<file path="config.mk">
export PLATFORM = sky130hd
export DESIGN_NAME = board_top
export DESIGN_NICKNAME = d
export VERILOG_FILES = /design/src/design/board_pkg.sv /design/src/design/board_top.sv /design/src/design/lab_top.sv /design/src/design/seg_glyph_encoder.sv /design/src/design/slow_tick_gen.sv /design/src/design/tm1638_frame_builder.sv /design/src/design/tm1638_sio_shifter.sv
export SDC_FILE = /design/constraint.sdc
export NUM_CORES = 1
export LEC_CHECK = 0
export BUFFER_PORTS_ARGS = -buffer_cell sky130_fd_sc_hd__buf_4
export CAP_MARGIN = 0
export CORE_ASPECT_RATIO = 0.75
export CORE_MARGIN = 3
export CORE_UTILIZATION = 55
export DETAILED_ROUTE_END_ITERATION = 7
export GPL_TIMING_DRIVEN = 0
export PLACE_DENSITY = 0.68
export SKIP_LAST_GASP = 1
export SYNTH_ARGS = -nofsm -noshare
export SYNTH_HDL_FRONTEND = slang
export SYNTH_SLANG_ARGS = --single-unit
</file>
<file path="constraint.sdc">
create_clock -name clk -period 8.5 [get_ports clk]
set_clock_uncertainty 0.1 [all_clocks]
set_input_delay 2.55 -clock clk [delete_from_list [all_inputs] [get_ports clk]]
set_output_delay 2.55 -clock clk [all_outputs]
set_load 0.02 [all_outputs]
</file>
<file path="src/design/board_pkg.sv">
`default_nettype none

package board_pkg;

    // ----------------------------------------
    // Port widths
    // ----------------------------------------
    localparam int w_key       = 8;           // Merged key vector
    localparam int w_led       = 8;           // TM1638 LEDs
    localparam int w_digit     = 8;           // TM1638 digits
    localparam int w_board_key = 4;           // Keys on the board
    localparam int w_board_led = 4;           // LEDs on the board
    localparam int w_sw        = 3;           // Fourth switch is the reset

    typedef logic [w_key - 1:0] key_t;
    typedef logic [w_led - 1:0] led_t;
    typedef logic [7:0]         seg_t;        // hgfedcba, bit 0 is segment a
    typedef logic [31:0]        count_t;
    typedef logic [7:0]         sio_byte_t;

    // ----------------------------------------
    // TM1638 protocol
    // ----------------------------------------
    localparam sio_byte_t cmd_write_auto = 8'h40;  // Write data, auto increment
    localparam sio_byte_t cmd_read_keys  = 8'h42;  // Read key scan
    localparam sio_byte_t cmd_addr_base  = 8'hC0;  // Display RAM address 0
    localparam sio_byte_t cmd_display_on = 8'h8F;  // Display on, full brightness

    localparam int sio_clk_khz = 1000;             // Serial clock rate

    // One refresh worth of display content
    typedef struct packed {
        seg_t [w_digit - 1:0] seg;            // Digit n in seg[n], digit 0 leftmost
        led_t                 led;            // One LED per digit
    } glyph_frame_t;

    // One serial byte and its strobe framing
    typedef struct packed {
        sio_byte_t data;
        logic      first;                     // Strobe falls before this byte
        logic      last;                      // Strobe rises after this byte
        logic      rd;                        // Byte comes from the device
    } sio_item_t;

    typedef enum logic [2:0] {
        idle,
        stb_setup,
        bit_low,
        bit_high,
        gap
    } sio_state_t;

endpackage

`default_nettype wire

</file>
<file path="src/design/board_top.sv">
`timescale 1ns/100ps
`default_nettype none

module board_top #(
    parameter int clk_mhz = 125,
    parameter int tick_hz = 1
) (
    input  logic                                clk,
    input  logic                                reset,        // Fourth switch
    input  logic [board_pkg::w_board_key - 1:0] key,
    input  logic [board_pkg::w_sw - 1:0]        sw,
    output logic [board_pkg::w_board_led - 1:0] led,
    output logic                                sio_clk,
    output logic                                sio_stb,
    output logic                                sio_data_out,
    output logic                                sio_data_oe,
    input  logic                                sio_data_in
);

    import board_pkg::*;

    logic         tick;
    count_t       count;
    led_t         led_mask;
    key_t         key_tm;

    logic         glyph_valid;                        // Encoder to builder
    logic         glyph_ready;
    glyph_frame_t glyph_frame;

    logic         item_valid;                         // Builder to shifter
    logic         item_ready;
    sio_item_t    item;

    // ----------------------------------------
    // Lab design
    // ----------------------------------------
    slow_tick_gen #(.clk_mhz (clk_mhz), .tick_hz (tick_hz)) tick_gen_i (
        .clk   (clk),
        .reset (reset),
        .tick  (tick)
    );

    lab_top lab_i (
        .clk      (clk),
        .reset    (reset),
        .tick     (tick),
        .key      (key),
        .key_tm   (key_tm),
        .sw       (sw),
        .count    (count),
        .led_mask (led_mask),
        .led      (led)
    );

    // ----------------------------------------
    // TM1638 pipeline
    // ----------------------------------------
    seg_glyph_encoder encoder_i (
        .clk       (clk),
        .reset     (reset),
        .count     (count),
        .led_mask  (led_mask),
        .out_valid (glyph_valid),
        .out_ready (glyph_ready),
        .out_frame (glyph_frame)
    );

    tm1638_frame_builder builder_i (
        .clk       (clk),
        .reset     (reset),
        .in_valid  (glyph_valid),
        .in_ready  (glyph_ready),
        .in_frame  (glyph_frame),
        .out_valid (item_valid),
        .out_ready (item_ready),
        .out_item  (item)
    );

    tm1638_sio_shifter #(.clk_mhz (clk_mhz)) shifter_i (
        .clk          (clk),
        .reset        (reset),
        .in_valid     (item_valid),
        .in_ready     (item_ready),
        .in_item      (item),
        .sio_clk      (sio_clk),
        .sio_stb      (sio_stb),
        .sio_data_out (sio_data_out),
        .sio_data_oe  (sio_data_oe),
        .sio_data_in  (sio_data_in),
        .key_tm       (key_tm)
    );

endmodule

`default_nettype wire

</file>
<file path="src/design/lab_top.sv">
`timescale 1ns/100ps
`default_nettype none

module lab_top (
    input  logic                                clk,
    input  logic                                reset,
    input  logic                                tick,
    input  logic [board_pkg::w_board_key - 1:0] key,
    input  board_pkg::key_t                     key_tm,
    input  logic [board_pkg::w_sw - 1:0]        sw,
    output board_pkg::count_t                   count,
    output board_pkg::led_t                     led_mask,
    output logic [board_pkg::w_board_led - 1:0] led
);

    import board_pkg::*;

    key_t keys_merged;                                // Board keys ORed with TM1638 keys

    // ----------------------------------------
    // Key merge
    // ----------------------------------------
    always_comb begin
        keys_merged = key_tm | {{(w_key - w_board_key){1'b0}}, key};
    end

    assign led_mask = keys_merged;                    // Pressed keys light TM1638 LEDs
    assign led      = keys_merged[w_board_led - 1:0]; // Low bits to the board

    // ----------------------------------------
    // Tick counter
    // ----------------------------------------
    always_ff @(posedge clk) begin
        if (reset)
            count <= '0;
        else if (tick && !sw[0])                      // Switch 0 freezes
            count <= count + 1'b1;
    end

endmodule

`default_nettype wire

</file>
<file path="src/design/seg_glyph_encoder.sv">
`timescale 1ns/100ps
`default_nettype none

module seg_glyph_encoder (
    input  logic                    clk,
    input  logic                    reset,
    input  board_pkg::count_t       count,
    input  board_pkg::led_t         led_mask,
    output logic                    out_valid,
    input  logic                    out_ready,
    output board_pkg::glyph_frame_t out_frame
);

    import board_pkg::*;

    glyph_frame_t next_frame;

    // Hex digit to segments, dot always off
    function automatic seg_t hex_glyph(input logic [3:0] nib);
        case (nib)
            4'h0:    return 8'h3F;
            4'h1:    return 8'h06;
            4'h2:    return 8'h5B;
            4'h3:    return 8'h4F;
            4'h4:    return 8'h66;
            4'h5:    return 8'h6D;
            4'h6:    return 8'h7D;
            4'h7:    return 8'h07;
            4'h8:    return 8'h7F;
            4'h9:    return 8'h6F;
            4'hA:    return 8'h77;
            4'hB:    return 8'h7C;
            4'hC:    return 8'h39;
            4'hD:    return 8'h5E;
            4'hE:    return 8'h79;
            default: return 8'h71;
        endcase
    endfunction

    // Digit 0 is leftmost, so it takes the top nibble
    always_comb begin
        for (int n = 0; n < w_digit; n++)
            next_frame.seg[n] = hex_glyph(count[4 * (w_digit - 1 - n) +: 4]);
        next_frame.led = led_mask;
    end

    // ----------------------------------------
    // Output register stage
    // ----------------------------------------
    always_ff @(posedge clk) begin
        if (reset)
            out_valid <= 1'b0;
        else if (!out_valid)
            out_valid <= 1'b1;                        // Capture while empty
        else if (out_ready)
            out_valid <= 1'b0;                        // Accepted by the builder
    end

    always_ff @(posedge clk) begin
        if (!out_valid)
            out_frame <= next_frame;
    end

endmodule

`default_nettype wire

</file>
<file path="src/design/slow_tick_gen.sv">
`timescale 1ns/100ps
`default_nettype none

module slow_tick_gen #(
    parameter int clk_mhz = 125,
    parameter int tick_hz = 1
) (
    input  logic clk,
    input  logic reset,
    output logic tick
);

    localparam int divisor = clk_mhz * 1000000 / tick_hz;     // Cycles per tick
    localparam int w_cnt   = (divisor > 1) ? $clog2(divisor) : 1;

    logic [w_cnt - 1:0] cnt;                                  // Cycles left to next tick

    always_ff @(posedge clk) begin
        if (reset) begin
            cnt  <= w_cnt'(divisor - 1);
            tick <= 1'b0;
        end else if (cnt == '0) begin
            cnt  <= w_cnt'(divisor - 1);                      // Reload
            tick <= 1'b1;                                     // One-cycle strobe
        end else begin
            cnt  <= cnt - 1'b1;
            tick <= 1'b0;
        end
    end

endmodule

`default_nettype wire

</file>
<file path="src/design/tm1638_frame_builder.sv">
`timescale 1ns/100ps
`default_nettype none

module tm1638_frame_builder (
    input  logic                    clk,
    input  logic                    reset,
    input  logic                    in_valid,
    output logic                    in_ready,
    input  board_pkg::glyph_frame_t in_frame,
    output logic                    out_valid,
    input  logic                    out_ready,
    output board_pkg::sio_item_t    out_item
);

    import board_pkg::*;

    glyph_frame_t frame;                              // Frame being sequenced
    logic         busy;
    logic [4:0]   idx;                                // Item index within the refresh
    logic [4:0]   data_idx;                           // Position in the 16 data bytes
    logic [2:0]   digit;

    assign in_ready  = !busy;
    assign out_valid = busy;
    assign data_idx  = idx - 5'd2;
    assign digit     = data_idx[3:1];

    // ----------------------------------------
    // Item selection
    // ----------------------------------------
    always_comb begin
        out_item = '0;
        if (idx == 5'd0) begin
            out_item.data  = cmd_write_auto;          // Group 1
            out_item.first = 1'b1;
            out_item.last  = 1'b1;
        end else if (idx == 5'd1) begin
            out_item.data  = cmd_addr_base;           // Group 2 opens
            out_item.first = 1'b1;
        end else if (idx <= 5'd17) begin
            if (data_idx[0])
                out_item.data = {7'd0, frame.led[digit]};  // LED byte
            else
                out_item.data = frame.seg[digit];          // Segment byte
            out_item.last = (idx == 5'd17);
        end else if (idx == 5'd18) begin
            out_item.data  = cmd_display_on;          // Group 3
            out_item.first = 1'b1;
            out_item.last  = 1'b1;
        end else if (idx == 5'd19) begin
            out_item.data  = cmd_read_keys;           // Group 4 opens
            out_item.first = 1'b1;
        end else begin
            out_item.rd   = 1'b1;                     // Four key bytes
            out_item.last = (idx == 5'd23);
        end
    end

    // ----------------------------------------
    // Sequencing
    // ----------------------------------------
    always_ff @(posedge clk) begin
        if (reset) begin
            busy <= 1'b0;
            idx  <= '0;
        end else if (!busy) begin
            if (in_valid) begin
                busy <= 1'b1;                         // New refresh
                idx  <= '0;
            end
        end else if (out_ready) begin
            if (idx == 5'd23)
                busy <= 1'b0;                         // Last read item sent
            else
                idx <= idx + 1'b1;
        end
    end

    always_ff @(posedge clk) begin
        if (in_valid && in_ready)
            frame <= in_frame;
    end

endmodule

`default_nettype wire

</file>
<file path="src/design/tm1638_sio_shifter.sv">
`timescale 1ns/100ps
`default_nettype none

module tm1638_sio_shifter #(
    parameter int clk_mhz = 125
) (
    input  logic                 clk,
    input  logic                 reset,
    input  logic                 in_valid,
    output logic                 in_ready,
    input  board_pkg::sio_item_t in_item,
    output logic                 sio_clk,
    output logic                 sio_stb,
    output logic                 sio_data_out,
    output logic                 sio_data_oe,
    input  logic                 sio_data_in,
    output board_pkg::key_t      key_tm
);

    import board_pkg::*;

    localparam int half_cycles = clk_mhz * 1000 / (2 * sio_clk_khz);  // Half serial period
    localparam int w_timer     = $clog2(half_cycles + 1);

    sio_state_t           state;
    sio_item_t            item;                       // Byte in flight
    logic [w_timer - 1:0] timer;
    logic                 timer_done;
    logic [2:0]           bit_cnt;
    logic [1:0]           rd_idx;                     // Read byte number
    sio_byte_t            rx_byte;
    key_t                 key_acc;
    key_t                 key_next;

    assign timer_done = (timer == '0);
    assign in_ready   = (state == idle);

    // Bit 0 is key i, bit 4 is key i+4
    always_comb begin
        key_next                  = key_acc;
        key_next[{1'b0, rd_idx}]  = rx_byte[0];
        key_next[{1'b1, rd_idx}]  = rx_byte[4];
    end

    // ----------------------------------------
    // Serial FSM
    // ----------------------------------------
    always_ff @(posedge clk) begin
        if (reset) begin
            state        <= idle;
            timer        <= '0;
            bit_cnt      <= '0;
            rd_idx       <= '0;
            key_acc      <= '0;
            key_tm       <= '0;
            sio_clk      <= 1'b1;
            sio_stb      <= 1'b1;
            sio_data_out <= 1'b1;
            sio_data_oe  <= 1'b0;
        end else begin
            if (state != idle && !timer_done)
                timer <= timer - 1'b1;
            case (state)
                idle: begin
                    if (in_valid) begin
                        if (in_item.first)
                            sio_stb <= 1'b0;          // Open the group
                        timer   <= w_timer'(half_cycles - 1);
                        bit_cnt <= '0;
                        state   <= stb_setup;
                    end
                end
                stb_setup: begin
                    if (timer_done) begin
                        sio_clk      <= 1'b0;
                        sio_data_out <= item.rd | item.data[bit_cnt];  // LSB first
                        sio_data_oe  <= !item.rd;     // Release line for reads
                        timer        <= w_timer'(half_cycles - 1);
                        state        <= bit_low;
                    end
                end
                bit_low: begin
                    if (timer_done) begin
                        sio_clk <= 1'b1;              // Device samples here
                        timer   <= w_timer'(half_cycles - 1);
                        state   <= bit_high;
                    end
                end
                bit_high: begin
                    if (timer_done) begin
                        timer <= w_timer'(half_cycles - 1);
                        if (bit_cnt == 3'd7) begin
                            sio_data_oe <= 1'b0;
                            if (item.last)
                                sio_stb <= 1'b1;      // Close the group
                            if (item.rd) begin
                                key_acc <= key_next;
                                rd_idx  <= rd_idx + 1'b1;
                                if (rd_idx == 2'd3)
                                    key_tm <= key_next;  // All four read bytes in
                            end
                            state <= gap;
                        end else begin
                            bit_cnt      <= bit_cnt + 1'b1;
                            sio_clk      <= 1'b0;
                            sio_data_out <= item.rd | item.data[bit_cnt + 3'd1];
                            state        <= bit_low;
                        end
                    end
                end
                gap: begin
                    if (timer_done)
                        state <= idle;                // Strobe held at least a half period
                end
                default: state <= idle;
            endcase
        end
    end

    // ----------------------------------------
    // Payload registers
    // ----------------------------------------
    always_ff @(posedge clk) begin
        if (in_valid && in_ready)
            item <= in_item;
        if (state == bit_low && timer_done)
            rx_byte[bit_cnt] <= sio_data_in;          // Sample with the rising edge
    end

endmodule

`default_nettype wire

</file>
### After elaboration in Yosys (flattened, before gate mapping)

Memories as Yosys holds them, arrays and structs flattened. A register that Yosys moved wholly into a read port is not among the register bits.
Index checks and enable logic that the tools add are counted.

* register bits after elaboration: 263
* ROM bits: 896
* input bits: 10
* output and inout port bits: 8
* word-level logic and storage cells: 204
* memories kept: 8

Memories
* (no name shown): words 16, bits a word 7, read ports 1, clocked after memory_dff 1, wr ports 0, RTL line seg_glyph_encoder.sv:20 `case (nib)`
* (no name shown): words 16, bits a word 7, read ports 1, clocked after memory_dff 1, wr ports 0, RTL line seg_glyph_encoder.sv:20
* (no name shown): words 16, bits a word 7, read ports 1, clocked after memory_dff 1, wr ports 0, RTL line seg_glyph_encoder.sv:20
* (no name shown): words 16, bits a word 7, read ports 1, clocked after memory_dff 1, wr ports 0, RTL line seg_glyph_encoder.sv:20
* (no name shown): words 16, bits a word 7, read ports 1, clocked after memory_dff 1, wr ports 0, RTL line seg_glyph_encoder.sv:20
* (no name shown): words 16, bits a word 7, read ports 1, clocked after memory_dff 1, wr ports 0, RTL line seg_glyph_encoder.sv:20
* 2 more memories

* add/subtract/negate cells: 7
* order comparisons: 9
* eq/ne operators: 22
* muxes and demuxes: 74
* bitwise operators: 3
* reduce and logical (&&, ||, !) cells: 42

Operator list (number)
* adder 32 x 1 -> 32 bit (second input constant): 1
* two-way mux 1 bit: 32
* two-way mux 8 bit: 4
* logical NOT 27 bit: 1
* two-way mux 3 bit: 9
* subtractor 27 x 1 -> 27 bit (second input constant): 1
* binary-select mux 8 bit (select 3 bit): 1
* bitwise mux 8 bit: 3
* equality test 5 bit (second input constant): 4
* two-way mux 5 bit: 4
* two-way mux 6 bit: 3
* < comparator 3 x 4 -> 1 bit (second input constant): 4
* AND reduction 4 bit: 4
* one-hot mux 3 bit (5 select lines): 1
* AND reduction 5 bit: 3
* inequality test 2 x 1 -> 1 bit (second input constant): 7
* logical NOT 1 bit: 12
* one-hot mux 6 bit (2 select lines): 1
* two-way mux 10 bit: 1
* binary-select mux 1 bit (select 3 bit): 3
* two-way mux 9 bit: 1
* logical AND 1 bit: 8
* inequality test 2 bit (second input constant): 4
* bitwise OR 8 x 4 -> 8 bit: 1
* other kinds (31): 44

### Depth between registers and ports, before layout

* word-level depth: 10
* mapped depth: 10
* depth with buffers taken out: 7

### Cells and area by module

Synthesis repeated with hierarchy kept, for this count alone.

* cell total of the unflattened synthesis: 1120
* area total of the unflattened synthesis: 12438.2 µm²

Modules (own cells, without submodules)
* seg_glyph_encoder: times used 1, cells each 362, area each 4090.2 µm², seq. area each 1941.9 µm²
* tm1638_frame_builder: times used 1, cells each 209, area each 3338.2 µm², seq. area each 2282.2 µm²
* tm1638_sio_shifter: times used 1, cells each 216, area each 2118.3 µm², seq. area each 1001.0 µm²
* lab_top: times used 1, cells each 189, area each 1640.3 µm², seq. area each 640.6 µm²
* slow_tick_gen: times used 1, cells each 144, area each 1251.2 µm², seq. area each 560.5 µm²

### Least setup slack after synthesis

No wires, ideal clock.

* kind: in2out
* start point: in key[0] (netlist name)
* end point: out led[0] (netlist name)
* data arrival time: 2.971 ns
* data required time: 5.850 ns
* slack: 2.879 ns
* stages on the path: 2
* path buffers: 1
* path through: or2_2 buf_4

* word-level cells in the longest chain between the ends: 1

Ends and longest elaborated chain
* start, declared: RTL line board_top.sv:10 `input logic [board_pkg::w_board_key - 1:0] key,`
* bitwise OR 8 x 4 -> 8 bit: RTL line lab_top.sv:24 `keys_merged = key_tm | {{(w_key - w_board_key){1'b0}}, key};`
* end, declared: RTL line board_top.sv:12 `output logic [board_pkg::w_board_led - 1:0] led,`

No other way between the ends.

### Worst setup path after layout

* start point: in key[1] (netlist name)
* end point: out led[1] (netlist name)

The elaborated chain is that of the path after synthesis.

==> impl_metrics.env <==
export IMPL_dpl_hpwl_mm=15.8
export IMPL_start_util_pct=56.7
export IMPL_period_minus_slack_ps=5870
export IMPL_area_growth_pct=11.5
export IMPL_critical_path_class="primary input to output pin"
export IMPL_grt_pass1_wl_mm=37.8
export IMPL_avgSynthCellArea_um2=11.0
export IMPL_crit_cells=4
export IMPL_die_w_um=174
export IMPL_fin_hold_ws_ps=298
export IMPL_hp_class="register to register"
export IMPL_fin_crit_sh_pct=69.1
export IMPL_ant_nets=0
export IMPL_worstReg2RegEnd="shifter_i.item[5]"
export IMPL_cts_buffer_depth=3
export IMPL_critPathMaxFanout=2
export IMPL_slew_violations=0
export IMPL_numCtsBuffers=24
export IMPL_row_count=45
export IMPL_grt_overflow=0
export IMPL_hold_viol=0
export IMPL_ys_flop_type="edfxtp_1"
export IMPL_wl_mm=22.6
export IMPL_fmax_mhz=170
export IMPL_drc=0
export IMPL_design_portCount=18
export IMPL_arrival_ps=3220
export IMPL_tightest_slew_ps=918
export IMPL_synth_top_area_share_pct=36.2
export IMPL_cpPeakStageDelay_ps=280
export IMPL_ys_async_sr_fraction_pct=0
export IMPL_die_area_mm2=0.0229
export IMPL_path_clk_slew_ps=60
export IMPL_cts_resized=0
export IMPL_required_ps=5850
export IMPL_seq_area_frac_synth_pct=53.2
export IMPL_ir_drop_mv=0.153
export IMPL_layout_drive_gt1_share_pct=11.1
export IMPL_cts_root_buf="clkbuf_16"
export IMPL_critPathCaptureType="output pin"
export IMPL_synth_seq_cells=239
export IMPL_synthCells=1061
export IMPL_status="complete, no violations"
export IMPL_cp_common_cell="buf_4"
export IMPL_cts_max_level=1
export IMPL_r2r_start="builder_i.idx[1]"
export IMPL_ff2ff_path_depth=9
export IMPL_tritoncts="yes"
export IMPL_grt_util_all_layers_pct=20.0
export IMPL_synthesis_area_mm2=0.0116
export IMPL_grt_pass1_vias=7255
export IMPL_antennaDiodeCount=0
export IMPL_cap_violations=0
export IMPL_hold_path_depth=1
export IMPL_hold_start="tick_gen_i.cnt[0]"
export IMPL_power_density_mw_per_mm2=200
export IMPL_cts_setup_buffers=0
export IMPL_relSlewSlack_pct=38.8
export IMPL_antenna_found_initial=0
export IMPL_yosys_top_cells_area="edfxtp_1 (36%), dfxtp_1 (17%), ha_1 (7.8%)"
export IMPL_grt_max_degree=66
export IMPL_p_leak_nw=4.28
export IMPL_post_synth_top_area_cell="edfxtp_1"
export IMPL_clock_latency_ps=520
export IMPL_drtIter0Drc=654
export IMPL_viasPerCell=5.44
export IMPL_ys_types=58
export IMPL_cts_hold_buf=0
export IMPL_min_to="tick_gen_i.cnt[0]"
export IMPL_rsz0062_at_grt="false"
export IMPL_via_count=7641
export IMPL_clock_sinks=239
export IMPL_die_y_um=132
export IMPL_crit_family="buffers and inverters"
export IMPL_crit_path_cell_trace="buf_4 > or2_2 > buf_4 > buf_4"
export IMPL_setup_viol=0
export IMPL_reg2reg_slack_ps=5030
export IMPL_worst_setup_path_start_kind="primary input"
export IMPL_critical_path_buf_inv_count=3
export IMPL_finalSetupTns_ps=0
export IMPL_core_area_mm2=0.0205
export IMPL_dr_pass1_iters=5
export IMPL_post_drt_wl_per_cell_um=16.1
export IMPL_gp_congestion=0.860
export IMPL_portBuffers=15
export IMPL_synth_edff_count=140
export IMPL_finish_net_count=1187
export IMPL_synth_warnings=0
export IMPL_synth_nets=1143
export IMPL_crit_slowest_cell="or2_2"
-- worst max-delay path by stage --
stage	from	end	slack [ps]
CTS	key[1]	led[1]	2620
finish	key[1]	led[1]	2630
global route	key[1]	led[1]	2620
floorplan	key[0]	led[0]	2880
detailed placement	key[1]	led[1]	2620
global placement	encoder_i.out_valid	builder_i.idx[3]	1520
-- placed cells by master, fill, tap and decap left out, drive strengths merged, types with 6 or more instances in the layout --
master	n
mux2i	15
clkinv	10
xor2	13
nand3	27
nand2	97
edfxtp	140
a22oi	18
nor2	100
or2	7
mux4	27
o21a	9
clkbuf	72
ha	72
nor3	31
inv	65
or3	17
nand2b	7
mux2	6
o21ai	70
a21oi	60
xnor2	43
buf	37
nor2b	11
dfxtp	99
nand4	10
nor4	11
-- worst reg2reg max path, stage by stage (launching register included) --
cell and delay (ps):
dfxtp_1 380, buf_2 300, buf_2 370, inv_1 160, ha_1 300, clkbuf_1 360
clkbuf_1 510, mux4_2 410, mux2i_1 220, o21ai_0 110
-- cell usage after synthesis, types with 3 or more instances --
cell / count
edfxtp_1: 140
a21o_1: 4
buf_1: 3
mux4_2: 27
or2_2: 6
nor2_1: 100
inv_1: 65
dfxtp_1: 99
nor4_1: 8
a22oi_1: 18
nand2b_1: 6
nand3_1: 27
mux2_2: 6
a21oi_1: 60
nand2_1: 97
o21ai_0: 70
or3_1: 16
nor2b_1: 11
buf_2: 11
o21a_1: 9
xor2_1: 12
mux2i_1: 15
xnor2_1: 43
buf_4: 4
o211ai_1: 4
ha_1: 72
clkbuf_1: 41
nor3_1: 29
nand3b_1: 4
a211oi_1: 3
nand4_1: 10
o21bai_1: 3
or4_1: 3
and3_1: 3
-- sequential cells by signal (all words and copies together) (netlist names), 2 cells and up --
signal / count
builder_i.frame: 64
encoder_i.out_frame: 64
lab_i.count: 32
tick_gen_i.cnt: 27
shifter_i.item: 10
shifter_i.key_tm: 8
shifter_i.key_acc: 6
shifter_i.timer: 6
builder_i.idx: 5
shifter_i.bit_cnt: 3
shifter_i.state: 3
shifter_i.rd_idx: 2
shifter_i.rx_byte: 2
-- routing by layer --
layer,vias to the layer above,global-route usage [%],wire length (um)
li1,3836,-,-
met5,-,0,0
met3,30,2.99,971
met1,3640,32.5,11700
met2,135,28.7,9590
met4,0,3.53,359
-- power breakdown --
group	switching [mW]	total [mW]	internal (mW)
clock network	0.442	1.07	0.633
registers	0.0229	1.29	1.27
logic	0.142	0.225	0.0837
-- cells by family (layout without fill, tap and decap cells) --
| logic type | count (synthesis) | count (layout) | synth area share (%) |
|---|---|---|---|
| multiplexers | 48 | 48 | 7.11 |
| XOR/XNOR | 56 | 56 | 4.28 |
| AND/OR/NAND/NOR | 340 | 340 | 14.3 |
| adder cells (fa/ha/maj) | 72 | 72 | 7.75 |
| AO/OA/AOI/OAI | 181 | 181 | 8.96 |
| buffers and inverters | 125 | 187 | 4.35 |
| flip-flops | 239 | 239 | 53.2 |
-- layout make-up --
| cell class | count | area [um^2] |
|---|---|---|
| fill | 1662 | 7540 |
| multi-input combinational | 697 | 4940 |
| timing repair buffer | 18 | 160 |
| tap | 282 | 353 |
| sequential | 239 | 6190 |
| clock inverter | 13 | 118 |
| buffer | 60 | 262 |
| inverter | 65 | 246 |
| clock buffer | 31 | 689 |
-- per-stage QoR --
| step | worst slack [ps] | utilization, % | cell area, um^2 | std cells | power (mW) |
|---|---|---|---|---|---|
| 6_report | 2630 | 63.2 | 13000 | 1405 | 2.59 |
| 5_1_grt | 2620 | 63.2 | 13000 | 1405 | 2.69 |
| 3_3_place_gp | 1520 | 59.0 | 12100 | 1358 | 1.54 |
| 2_1_floorplan | 2880 | - | 11600 | 1061 | 1.48 |
| 3_5_place_dp | 2620 | 59.3 | 12200 | 1361 | 1.54 |
| 4_1_cts | 2620 | 63.2 | 13000 | 1405 | 2.61 |
Note: power is estimated with default switching activity, not from simulation.
